==> src/design/exec_pkg.sv <==
`default_nettype none

package exec_pkg;

    // --------------------
    // Scalar types
    // --------------------

    typedef logic [4:0]  reg_addr_t;
    typedef logic [7:0]  byte_t;
    typedef logic [15:0] word_t;

    typedef enum logic [7:0] {
        OP_ADD     = 8'h01,
        OP_SUB     = 8'h02,
        OP_MUL     = 8'h03,
        OP_AND     = 8'h04,
        OP_OR      = 8'h05,
        OP_NOT     = 8'h06,
        OP_RSHIFT  = 8'h07,
        OP_LSHIFT  = 8'h08,
        OP_MOVE    = 8'h09,
        OP_MOVEOUT = 8'h0a,
        OP_MOVEIN  = 8'h0b,
        OP_JUMP    = 8'h0c,
        OP_EJUMP   = 8'h0d,
        OP_NEJUMP  = 8'h0e,
        OP_WAIT    = 8'h0f
    } exec_op_e;

    // Fixed registers
    localparam reg_addr_t REG_ZERO    = 5'd0;
    localparam reg_addr_t REG_CARRY   = 5'd1;
    localparam reg_addr_t REG_NEG     = 5'd2;
    localparam reg_addr_t REG_PROD_HI = 5'd3;
    localparam reg_addr_t REG_PROD_LO = 5'd4;
    localparam reg_addr_t REG_LOAD    = 5'd5;

    localparam byte_t FLAG_SET   = 8'd1;
    localparam byte_t FLAG_CLEAR = 8'd0;

    // Wait codes that freeze the counter
    localparam logic [1:0] WAIT_HOLD      = 2'b01;
    localparam logic [1:0] WAIT_HOLD_HIGH = 2'b11;

    // --------------------
    // Bundles
    // --------------------

    // Register pair, as two operands or as one address
    typedef union packed {
        struct packed {
            byte_t hi;
            byte_t lo;
        } bytes;
        word_t word;
    } byte_pair_u;

    typedef struct packed {
        exec_op_e   op;
        logic       use_imm;
        logic       step_mode;
        logic [1:0] wait_ctrl;
        reg_addr_t  dst_a;
        reg_addr_t  dst_b;
        reg_addr_t  dst_c;
        byte_t      imm;
        byte_t      ram_rdata;
        byte_pair_u src_ab;
        byte_pair_u src_cd;
        word_t      pc;
    } exec_req_t;

    typedef struct packed {
        byte_t     opa;
        byte_t     opb;
        reg_addr_t dst;
        logic      form_ok;
    } operands_t;

    typedef struct packed {
        logic      en;
        reg_addr_t addr1;
        byte_t     data1;
        reg_addr_t addr2;
        byte_t     data2;
    } reg_wr_t;

    typedef struct packed {
        logic  en;
        word_t addr;
        byte_t data;
    } ram_wr_t;

endpackage

`default_nettype wire

==> src/design/operand_select.sv <==
`timescale 1ns/1ns
`default_nettype none

module operand_select (
    input  exec_pkg::exec_req_t req_i,
    output exec_pkg::operands_t opnd_o
);

    import exec_pkg::*;

    byte_t rd1;
    byte_t rd2;

    assign rd1 = req_i.src_ab.bytes.hi;
    assign rd2 = req_i.src_ab.bytes.lo;

    // --------------------
    // Operand and form decode
    // --------------------

    always_comb begin
        // Binary form by default
        opnd_o.opa     = rd1;
        opnd_o.form_ok = 1'b1;
        if (req_i.use_imm) begin
            opnd_o.opb = req_i.imm;
            opnd_o.dst = req_i.dst_b;
        end
        else begin
            opnd_o.opb = rd2;
            opnd_o.dst = req_i.dst_c;
        end

        case (req_i.op)
            OP_NOT, OP_MOVE: begin
                // Single source, destination shifts down one slot
                if (req_i.use_imm) begin
                    opnd_o.opa = req_i.imm;
                    opnd_o.dst = req_i.dst_a;
                end
                else begin
                    opnd_o.opa = rd1;
                    opnd_o.dst = req_i.dst_b;
                end
            end
            OP_MOVEOUT, OP_JUMP, OP_EJUMP, OP_NEJUMP: begin
                // Register form only
                opnd_o.form_ok = !req_i.use_imm;
            end
            OP_MOVEIN: begin
                opnd_o.form_ok = req_i.use_imm;
            end
            default: begin
                opnd_o.form_ok = 1'b1;
            end
        endcase
    end

endmodule

`default_nettype wire

==> src/design/result_unit.sv <==
`timescale 1ns/1ns
`default_nettype none

module result_unit (
    input  logic                clk_i,
    input  logic                rst_i,
    input  exec_pkg::exec_req_t req_i,
    input  exec_pkg::operands_t opnd_i,
    output exec_pkg::reg_wr_t   reg_wr_o,
    output exec_pkg::ram_wr_t   ram_wr_o
);

    import exec_pkg::*;

    word_t   product;
    byte_t   logic_res;
    reg_wr_t reg_wr_d;
    ram_wr_t ram_wr_d;

    // --------------------
    // Datapath
    // --------------------

    assign product = opnd_i.opa * opnd_i.opb;

    always_comb begin
        case (req_i.op)
            OP_AND: begin
                logic_res = opnd_i.opa & opnd_i.opb;
            end
            OP_OR: begin
                logic_res = opnd_i.opa | opnd_i.opb;
            end
            OP_NOT: begin
                logic_res = ~opnd_i.opa;
            end
            OP_RSHIFT: begin
                logic_res = opnd_i.opa >> opnd_i.opb;
            end
            OP_LSHIFT: begin
                logic_res = opnd_i.opa << opnd_i.opb;
            end
            default: begin
                // MOVE passes the source through
                logic_res = opnd_i.opa;
            end
        endcase
    end

    // --------------------
    // Write decode
    // --------------------

    always_comb begin
        reg_wr_d = '0;
        ram_wr_d = '0;

        case (req_i.op)
            OP_ADD: begin
                reg_wr_d.en    = 1'b1;
                reg_wr_d.addr1 = opnd_i.dst;
                reg_wr_d.data1 = opnd_i.opa + opnd_i.opb;
                reg_wr_d.addr2 = REG_CARRY;
                if (opnd_i.opa[7] && opnd_i.opb[7]) begin
                    reg_wr_d.data2 = FLAG_SET;
                end
                else begin
                    reg_wr_d.data2 = FLAG_CLEAR;
                end
            end
            OP_SUB: begin
                reg_wr_d.en    = 1'b1;
                reg_wr_d.addr1 = opnd_i.dst;
                reg_wr_d.data1 = opnd_i.opa - opnd_i.opb;
                reg_wr_d.addr2 = REG_NEG;
                if (opnd_i.opb > opnd_i.opa) begin
                    reg_wr_d.data2 = FLAG_SET;
                end
                else begin
                    reg_wr_d.data2 = FLAG_CLEAR;
                end
            end
            OP_MUL: begin
                // Product split across the fixed pair
                reg_wr_d.en    = 1'b1;
                reg_wr_d.addr1 = REG_PROD_HI;
                reg_wr_d.data1 = product[15:8];
                reg_wr_d.addr2 = REG_PROD_LO;
                reg_wr_d.data2 = product[7:0];
            end
            OP_AND, OP_OR, OP_NOT, OP_RSHIFT, OP_LSHIFT, OP_MOVE: begin
                reg_wr_d.en    = 1'b1;
                reg_wr_d.addr1 = opnd_i.dst;
                reg_wr_d.data1 = logic_res;
                reg_wr_d.addr2 = REG_ZERO;
                reg_wr_d.data2 = 8'h00;
            end
            OP_MOVEOUT: begin
                if (opnd_i.form_ok) begin
                    ram_wr_d.en   = 1'b1;
                    ram_wr_d.addr = req_i.src_ab.word;
                    ram_wr_d.data = req_i.src_ab.bytes.hi;
                end
            end
            OP_MOVEIN: begin
                if (opnd_i.form_ok) begin
                    reg_wr_d.en    = 1'b1;
                    reg_wr_d.addr1 = REG_LOAD;
                    reg_wr_d.data1 = req_i.ram_rdata;
                    reg_wr_d.addr2 = REG_ZERO;
                    reg_wr_d.data2 = 8'h00;
                end
            end
            default: begin
                // Jumps, wait and unknown codes write nothing
                reg_wr_d = '0;
            end
        endcase
    end

    // --------------------
    // Output registers
    // --------------------

    always_ff @(posedge clk_i) begin
        if (rst_i) begin
            reg_wr_o <= '0;
            ram_wr_o <= '0;
        end
        else begin
            reg_wr_o <= reg_wr_d;
            ram_wr_o <= ram_wr_d;
        end
    end

endmodule

`default_nettype wire

==> src/design/pc_unit.sv <==
`timescale 1ns/1ns
`default_nettype none

module pc_unit #(
    parameter exec_pkg::word_t ROM_LAST = 16'h00ff
) (
    input  logic                clk_i,
    input  logic                rst_i,
    input  exec_pkg::exec_req_t req_i,
    input  exec_pkg::operands_t opnd_i,
    output exec_pkg::word_t     pc_o
);

    import exec_pkg::*;

    word_t pc_inc;
    word_t pc_seq;
    word_t pc_d;
    logic  ops_equal;

    assign pc_inc    = req_i.pc + 16'd1;
    assign ops_equal = (opnd_i.opa == opnd_i.opb);

    // Step mode freezes, otherwise wrap after the last ROM word
    always_comb begin
        if (req_i.step_mode) begin
            pc_seq = req_i.pc;
        end
        else if (req_i.pc >= ROM_LAST) begin
            pc_seq = '0;
        end
        else begin
            pc_seq = pc_inc;
        end
    end

    always_comb begin
        pc_d = pc_seq;
        case (req_i.op)
            OP_JUMP, OP_EJUMP, OP_NEJUMP: begin
                // Branches skip the wrap check
                pc_d = pc_inc;
                if (opnd_i.form_ok) begin
                    if (req_i.op == OP_JUMP) begin
                        pc_d = req_i.src_ab.word;
                    end
                    else if ((req_i.op == OP_EJUMP) == ops_equal) begin
                        pc_d = req_i.src_cd.word;
                    end
                end
            end
            OP_WAIT: begin
                if (req_i.wait_ctrl == WAIT_HOLD || req_i.wait_ctrl == WAIT_HOLD_HIGH) begin
                    pc_d = req_i.pc;
                end
            end
            default: begin
                pc_d = pc_seq;
            end
        endcase
    end

    always_ff @(posedge clk_i) begin
        if (rst_i) begin
            pc_o <= '0;
        end
        else begin
            pc_o <= pc_d;
        end
    end

endmodule

`default_nettype wire

==> src/design/exec_stage.sv <==
`timescale 1ns/1ns
`default_nettype none

module exec_stage #(
    parameter exec_pkg::word_t ROM_LAST = 16'h00ff
) (
    input  logic                clk_i,
    input  logic                rst_i,
    input  exec_pkg::exec_req_t req_i,
    output exec_pkg::reg_wr_t   reg_wr_o,
    output exec_pkg::ram_wr_t   ram_wr_o,
    output exec_pkg::word_t     pc_o
);

    import exec_pkg::*;

    operands_t opnd;

    // --------------------
    // Operand decode
    // --------------------

    operand_select operand_select_inst (
        .req_i  (req_i),
        .opnd_o (opnd)
    );

    // --------------------
    // Register and RAM writes
    // --------------------

    result_unit result_unit_inst (
        .clk_i    (clk_i),
        .rst_i    (rst_i),
        .req_i    (req_i),
        .opnd_i   (opnd),
        .reg_wr_o (reg_wr_o),
        .ram_wr_o (ram_wr_o)
    );

    // --------------------
    // Program counter
    // --------------------

    pc_unit #(
        .ROM_LAST (ROM_LAST)
    ) pc_unit_inst (
        .clk_i  (clk_i),
        .rst_i  (rst_i),
        .req_i  (req_i),
        .opnd_i (opnd),
        .pc_o   (pc_o)
    );

endmodule

`default_nettype wire

==> config.mk <==
export PLATFORM = sky130hd
export DESIGN_NAME = exec_stage
export DESIGN_NICKNAME = d
export VERILOG_FILES = /design/src/design/exec_pkg.sv /design/src/design/operand_select.sv /design/src/design/result_unit.sv /design/src/design/pc_unit.sv /design/src/design/exec_stage.sv
export SDC_FILE = /design/constraint.sdc
export NUM_CORES = 1
export LEC_CHECK = 0
export ABC_AREA = 1
export BUFFER_PORTS_ARGS = -buffer_cell sky130_fd_sc_hd__buf_4
export CAP_MARGIN = 0
export CORE_ASPECT_RATIO = 0.6
export CORE_MARGIN = 8
export CORE_UTILIZATION = 52
export DETAILED_ROUTE_END_ITERATION = 8
export PLACE_DENSITY = 0.79
export SYNTH_ARGS = -nofsm -noshare
export SYNTH_HDL_FRONTEND = slang
export SYNTH_HIERARCHICAL = 1
export SYNTH_SLANG_ARGS = --single-unit
==> constraint.sdc <==
create_clock -name clk_i -period 5.2 [get_ports clk_i]
set_clock_uncertainty 0.15 [all_clocks]
set_input_delay 0.52 -clock clk_i [delete_from_list [all_inputs] [get_ports clk_i]]
set_output_delay 0.52 -clock clk_i [all_outputs]
set_load 0.1 [all_outputs]
# == Word level (Yosys, flattened, before mapping) ==
# Index checks and enable logic that the tools add are counted.
# op_classes
shift,2
n_mul,1
mux,19
eq_ne,19
n_reduce_logical,9
n_addsub,3
n_lt_le_gt_ge,2
bitwise,5
# op_table
cell,n
27-bit case mux with 5 select lines,1
16-bit two-way mux,6
"8-bit by 4-bit == test with 1-bit output, second input constant",8
8-bit case mux with 5 select lines,1
"8-bit by 3-bit == test with 1-bit output, second input constant",4
16-bit case mux with 2 select lines,1
27-bit two-way mux,1
25-bit two-way mux,1
"16-bit by 1-bit adder with 16-bit output, second input constant",1
"8-bit by 2-bit == test with 1-bit output, second input constant",2
"16-bit by 8-bit greater-or-equal comparator with 1-bit output, second input constant",1
8-bit by 8-bit multiplier with 16-bit output,1
8-bit two-way mux,2
13-bit two-way mux,1
5-bit two-way mux,2
8-bit adder,1
8-bit bitwise AND,1
"8-bit by 1-bit == test with 1-bit output, second input constant",1
8-bit == test,1
8-bit greater-than comparator,1
8-bit inverter,1
8-bit bitwise OR,1
8-bit by 8-bit << shifter with 8-bit output,1
8-bit by 8-bit right shift with 8-bit output,1
14 further kinds,18
# word_totals
out_inout_bits,68
regBits,68
input_bits,93

# == Depth between registers and ports, before layout ==
# Gate-level depths: netlist of run 1.
# depth
word_depth,9
mapped_depth,33
ltp_nobuf,31

# == Hierarchy ==
# Netlist of run 1, hierarchy kept.
# by_module_without_submodules
module,seq_area_each_um2,cells_per_inst,area_each_um2,n_inst
result_unit,840.8,865,5641.7,1
pc_unit,320.3,348,1918.1,1
operand_select,0.0,143,639.4,1

# == Least setup slack after synthesis of run 1 ==
# Ideal clock, no wire load.
# synth_timing
path_type,in2reg
from,input port req_i[87] (netlist name)
to,register result_unit_inst/reg_wr_o[15] (netlist name)
n_path_buf,2
required_time_ns,4.924
t_arrival_ns,5.044
stages,26
path_slack_ns,-0.120
setup_time_ns,0.126
cell_sequence,inv_1 > nand2_1 > nor2_4 > nand2_4 > nand2_4 > buf_12 > nand2_2 > nand2_1 > clkbuf_1 > nand2_1 > fa_1 > fa_1 > inv_1 > fa_1 > inv_1 > fa_1 > inv_1 > ha_1 > a21oi_1 > a21boi_1 > o21ai_0 > or2_0 > nand3_1 > nand2_1 > a21oi_1 > nor2_1
# synth_lines
element,line,rtl
start: declaration,exec_stage.sv:9,"input exec_pkg::exec_req_t req_i,"

==> results.sh, run 1 <==
export IMPL_yosys_warnings=6
export IMPL_n_fill_cell=1378
export IMPL_worstMarginPinSlew_ns=0.925
export IMPL_crit_top_cell="buf_4"
export IMPL_ctsHtreeMaxLevel=3
export IMPL_totalPowerFinal_mw=2.67
export IMPL_yosysTopAreaCellShare_pct=18.2
export IMPL_clock_sinks=58
export IMPL_synthCells=1356
export IMPL_grt_pass1_vias=8937
export IMPL_crit_slowest_cell="fa_1"
export IMPL_cp_slowest_stage_delay_ns=0.56
export IMPL_tritoncts="built"
export IMPL_drt_iter0_drc=1294
export IMPL_drv_cap=0
export IMPL_endpoint_kind="register"
export IMPL_synth_seq_cells=58
export IMPL_synth_edf_count=0
export IMPL_synthesis_area_um2=8200
export IMPL_drtPass1Iterations=6
export IMPL_critPathRequiredTime_ns=5.29
export IMPL_initial_core_util_pct=53.3
export IMPL_vias=9840
export IMPL_ctsHoldBuffers=0
export IMPL_die_w_um=178
export IMPL_die_area_um2=20200
export IMPL_die_h_um=113
export IMPL_max_freq_mhz=196
export IMPL_hold_violations=0
export IMPL_cp_start_kind="input port"
export IMPL_synth_main_ff_cell="dfxtp_1"
export IMPL_track_usage_pct=30.0
export IMPL_vdd_drop_max_uv=192
export IMPL_fin_setup_tns_ns=0
export IMPL_clock_root_buffer="clkbuf_16"
export IMPL_grt_pass1_wl_um=47800
export IMPL_finalCritPeriodShare_pct=98.1
export IMPL_ant_nets=0
export IMPL_outcome="finished clean"
export IMPL_synthDistinctLibCells=51
export IMPL_cp_max_fo=6
export IMPL_crit_arrival_ns=5.19
export IMPL_regArea_um2=1160
export IMPL_synthArstFlopShare_pct=0
export IMPL_power_density_nw_per_um2=253
export IMPL_cts_made_buffers=9
export IMPL_synth_area_leader_cell="nand2_1"
export IMPL_syn2layout_area_growth_pct=28.4
export IMPL_synth_most_common_cell="nand2_1"
export IMPL_wire_per_inst_um=18.0
export IMPL_maxSlewViolCount=0
export IMPL_multi_input_area_um2=5880
export IMPL_p_leak_nw=6.14
export IMPL_n_antenna_cell=0
export IMPL_drc=0
export IMPL_drive_gt1_share_pct=23.3
export IMPL_drt_wl_total_um=31900
export IMPL_rows=35
export IMPL_yosys_top_cells_area="nand2_1, dfxtp_1, inv_1"
export IMPL_dp_hpwl_um=25500
export IMPL_syn_avg_cell_area_um2=6.05
export IMPL_crit_type="in2reg"
export IMPL_vias_per_cell=5.54
export IMPL_final_nets=1759
export IMPL_coreArea_um2=15400
export IMPL_grt_start_max_net_pins=27
export IMPL_overflow=0
export IMPL_min_path_type="in2reg"
export IMPL_synth_commonest_cells="nand2_1, inv_1, nor2_1, nand3_1, a21oi_1"
export IMPL_yosysSeqAreaShare_pct=14.2
export IMPL_finalCriticalPeriod_ns=5.10
export IMPL_gp_congestion=1.06
export IMPL_grt_antenna_before_repair=1
export IMPL_finalSetupViolCount=0
export IMPL_ctsLongestPathBuffers=2
export IMPL_clk_pin_slew_ns=0.06
export IMPL_maxSlewHeadroom_pct=38.2
export IMPL_io_pins=161
export IMPL_port_buffers=157
export IMPL_rsz0062_at_grt="yes"
==> metrics by stage <==
stage | instances | worst slack [ns] | utilization, % | hold WS [ns] | area (um^2)
finish | 1775 | 0.0997 | 68.5 | 0.277 | 10500
global route | 1775 | -0.167 | 68.5 | 0.276 | 10500
CTS | 1769 | 0.0137 | 67.1 | 0.267 | 10300
detailed placement | 1753 | -0.335 | 65.0 | 0.619 | 9990
global placement | 1753 | -0.233 | 65.0 | 0.610 | 9990
floorplan | 1357 | 0.0225 | - | 0.439 | 8220
==> worst paths after layout <==
path                       from  depth (start not counted)  slack, ns                                  endpoint
worst max-delay path  req_i[89]                         29        0.1  result_unit_inst/reg_wr_o[18]$_SDFF_PP0_
worst min-delay path  req_i[37]                          3       0.28  result_unit_inst/ram_wr_o[13]$_SDFF_PP0_
==> logic make-up after synthesis <==
kind of cell | after synthesis | synth area share [%]
xor+xnor | 20 | 2.14
compound gates | 156 | 10.5
flops | 58 | 14.2
buf+inv | 319 | 16.0
other cells | 1 | 0.0457
mux | 1 | 0.122
simple gates | 702 | 38.5
fa+ha+maj | 99 | 18.6
==> where the power goes <==
| part | switching (mW) | total, mW | internal (mW) |
|---|---|---|---|
| registers | 0.00209 | 0.453 | 0.451 |
| logic | 0.882 | 1.52 | 0.634 |
| clock network | 0.253 | 0.700 | 0.447 |
| total | 1.14 | 2.67 | 1.53 |
==> layout by cell type (no fill, tap or decap), types with 6 or more instances in the layout <==
master     netlist  layout
a21oi_1         69      65
buf_4           16     243
buf_6            3       6
clkbuf_16        0       9
dfxtp_1         58      58
fa_1            38      37
ha_1            61      58
inv_1          253     245
inv_2           11      19
nand2_1        397     381
nand2_2         15      28
nand2_4          6       9
nand3_1        102      98
nand3_2          7      10
nand3b_1        12      12
nand4_1         21      21
nor2_1         108     107
nor2_4           8       9
nor3_1           7       7
o21ai_0         54      51
o21ai_1          3       6
o22ai_1          6       6
xnor2_1          8       8
xor2_1          12      12
==> timing repair <==
item / CTS / global route
pin swaps: 1 / 18
resized for setup: 1 / 51
buffers inserted: 0 / 6
hold endpoints to repair: 0 / 0
setup endpoints to repair: 1 / 7
==> area by class of cell <==
class / instances / share of cell area, %
clock buffers: 12 / 2.44
flip-flops and latches: 58 / 11.0
clock inverters: 4 / 0.701
repair buffers: 249 / 18.0
inverters: 269 / 9.61
well taps: 203 / 2.41
multi-input cells: 980 / 55.9
==> state kept, by name (all words and copies together), names as in the netlist <==
signal and flops:
result_unit_inst/reg_wr_o 25, result_unit_inst/ram_wr_o 17, pc_unit_inst/pc_o 16
==> critical path: cells and delay by family <==
family / cells / cell delay (ns)
AO/OA/AOI/OAI: 4 / 0.43
adder cells (fa/ha/maj): 5 / 2.22
AND/OR/NAND/NOR: 10 / 1.02
buffers and inverters: 10 / 0.99
==> per-layer routing <==
metal,global-route usage (%),routed length (um),vias to the layer above
li1,-,-,4621
met1,43.0,14000,4535
met2,41.0,12700,637
met3,12.1,4710,43
met4,6.25,419,4
met5,0,87,-
No activity file was read; power rests on OpenSTA's default activity.
==> run 2, diff against run 1 <==
--- a/config.mk
+++ b/config.mk
@@ -6,13 +6,16 @@
 export NUM_CORES = 1
 export LEC_CHECK = 0
 export ABC_AREA = 1
+export ABC_CLOCK_PERIOD_IN_PS = 5200
 export BUFFER_PORTS_ARGS = -buffer_cell sky130_fd_sc_hd__buf_4
 export CAP_MARGIN = 0
+export CELL_PAD_IN_SITES_DETAIL_PLACEMENT = 1
+export CELL_PAD_IN_SITES_GLOBAL_PLACEMENT = 1
 export CORE_ASPECT_RATIO = 0.6
 export CORE_MARGIN = 8
-export CORE_UTILIZATION = 52
+export CORE_UTILIZATION = 36
 export DETAILED_ROUTE_END_ITERATION = 8
-export PLACE_DENSITY = 0.79
+export PLACE_DENSITY_LB_ADDON = 0.1
 export SYNTH_ARGS = -nofsm -noshare
 export SYNTH_HDL_FRONTEND = slang
 export SYNTH_HIERARCHICAL = 1
==> run 2 against run 1 <==
Sequential cell count unchanged. Core utilization decreased by 20 points. Critical path depth decreased by 4. Setup slack improved by 0.023 ns. Sequential share of layout area decreased by 0.30 points. Via count decreased by 2.9%. Clock power increased by 3.9%. Design area increased by 2.8%. Highest routed layer is now met4. Die area increased by 39%. Total power increased by 3.7%. Critical path type unchanged.
==> results.sh, run 2 (synthesis gave the netlist of run 1 again) <==
export IMPL_min_path_type="in2reg"
export IMPL_syn2layout_area_growth_pct=32.1
export IMPL_port_buffers=157
export IMPL_wl_met1_um=18300
export IMPL_drt_iter0_drc=839
export IMPL_rows=42
export IMPL_worstMarginPinSlew_ns=0.826
export IMPL_finalCritPeriodShare_pct=97.6
export IMPL_grt_antenna_before_repair=0
export IMPL_die_h_um=133
export IMPL_dr_wl_met2_um=14000
export IMPL_vdd_drop_max_uv=192
export IMPL_drv_cap=0
export IMPL_clk_pin_slew_ns=0.06
export IMPL_die_area_um2=28000
export IMPL_endpoint_kind="register"
export IMPL_n_antenna_cell=0
export IMPL_fin_ws_ns=0.123
export IMPL_largest_register_ffs=25
export IMPL_crit_slowest_cell="fa_1"
export IMPL_io_pins=161
export IMPL_clock_sinks=58
export IMPL_fin_cells=1888
export IMPL_critPathRequiredTime_ns=5.33
export IMPL_drt_wl_total_um=35600
export IMPL_grt_pass1_wl_um=54200
export IMPL_top_layer="met4"
export IMPL_crit_type="in2reg"
export IMPL_cp_start_kind="input port"
export IMPL_power_density_nw_per_um2=256
export IMPL_tritoncts="built"
export IMPL_p_leak_nw=6.22
export IMPL_reg_top3="result_unit_inst/reg_wr_o x25, result_unit_inst/ram_wr_o x17, pc_unit_inst/pc_o x16"
export IMPL_drtPass1Iterations=5
export IMPL_overflow=0
export IMPL_drc=0
export IMPL_crit_top_cell="inv_1"
export IMPL_grt_start_max_net_pins=27
export IMPL_cp_max_fo=8
export IMPL_maxSlewHeadroom_pct=44.8
export IMPL_ctsLongestPathBuffers=2
export IMPL_whs_ns=0.255
export IMPL_drive_gt1_share_pct=24.3
export IMPL_ctsHtreeMaxLevel=3
export IMPL_cp_slowest_stage_delay_ns=0.50
export IMPL_ctsHoldBuffers=0
export IMPL_die_w_um=211
export IMPL_grt_pass1_vias=9253
export IMPL_wire_per_inst_um=18.8
export IMPL_cts_made_buffers=9
export IMPL_maxSlewViolCount=0
export IMPL_hold_violations=0
export IMPL_final_cell_mix="nand2_1, buf_4, inv_1, nor2_1, nand3_1"
export IMPL_postLayoutCellArea_um2=10800
export IMPL_regMostFlops="result_unit_inst/reg_wr_o"
export IMPL_dp_hpwl_um=30000
export IMPL_outcome="finished clean"
export IMPL_final_nets=1767
export IMPL_finalCriticalPeriod_ns=5.08
export IMPL_coreArea_um2=22200
export IMPL_vias=9551
export IMPL_routed_wl_met3_um=3040
export IMPL_layout_commonest_cell="nand2_1"
export IMPL_place_inst=1866
export IMPL_dp_slack_ns=-0.582
export IMPL_crit_arrival_ns=5.20
export IMPL_clock_root_buffer="clkbuf_16"
export IMPL_initial_core_util_pct=37.0
export IMPL_ant_nets=0
export IMPL_max_freq_mhz=197
export IMPL_vias_per_cell=5.06
export IMPL_gp_congestion=0.967
export IMPL_finalSetupViolCount=0
export IMPL_placed_cell_area_um2=10200
export IMPL_track_usage_pct=24.8
run 2: cell types whose count changed in the layout (fill, tap and decap cells not counted), sizes merged:
cell	change
bufinv	+1
clkinvlp	+1
buf	+8
clkbuf	-3
clkinv	-1
inv	+2
run 2: worst max-delay path, delay by kind of cell:
| family | cells | cell delay, ns |
|---|---|---|
| adders and majority gates | 5 | 2.08 |
| and+or+nand+nor | 8 | 1.01 |
| AOI/OAI and AO/OA | 4 | 0.73 |
| buffers and inverters | 7 | 0.69 |
| xor gates and xnor gates | 1 | 0.15 |
run 2: final cells by class:
cell class | count | area (um^2)
clock buffers | 9 | 225
repair buffers | 257 | 1970
fillers | 3036 | 11300
inverters | 269 | 1020
clock inverters | 7 | 125
flip-flops and latches | 58 | 1160
multi-input cells | 980 | 5940
well taps | 308 | 385
run 2: path summary, 6_finish.rpt:
path | startpoint | slack [ns] | depth (start not counted) | endpoint
worst max-delay path | req_i[88] | 0.12 | 25 | result_unit_inst/reg_wr_o[16]$_SDFF_PP0_
worst min-delay path | req_i[35] | 0.26 | 3 | result_unit_inst/ram_wr_o[11]$_SDFF_PP0_
run 2: what timing repair did:
item                       4_1_cts  5_1_grt
setup buffers                    0        6
gates resized for setup          8       52
setup endpoints to repair        6        8
pin swaps                        1       18
run 2: layer usage:
metal / GRT usage (%) / vias to the layer above
met5: 0 / -
met4: 3.49 / 0
met1: 38.5 / 4596
met2: 33.6 / 322
li1: - / 4614
met3: 6.32 / 19
run 2: through the flow:
step           utilization, %  TNS, ns  total power, mW
6_report                 48.8        0             2.77
4_1_cts                  47.8        0             2.61
5_1_grt                  48.8   -0.207             2.96
3_5_place_dp             46.1    -3.57             1.86
2_1_floorplan               -        0             1.28
3_3_place_gp             46.1    -2.33             1.82
run 2: power breakdown:
part	leakage (nW)	internal, mW	total, mW	switching, mW
logic	5.58	0.653	1.59	0.934
clock network	0.171	0.473	0.727	0.254
registers	0.470	0.451	0.453	0.00224
total	6.22	1.58	2.77	1.19
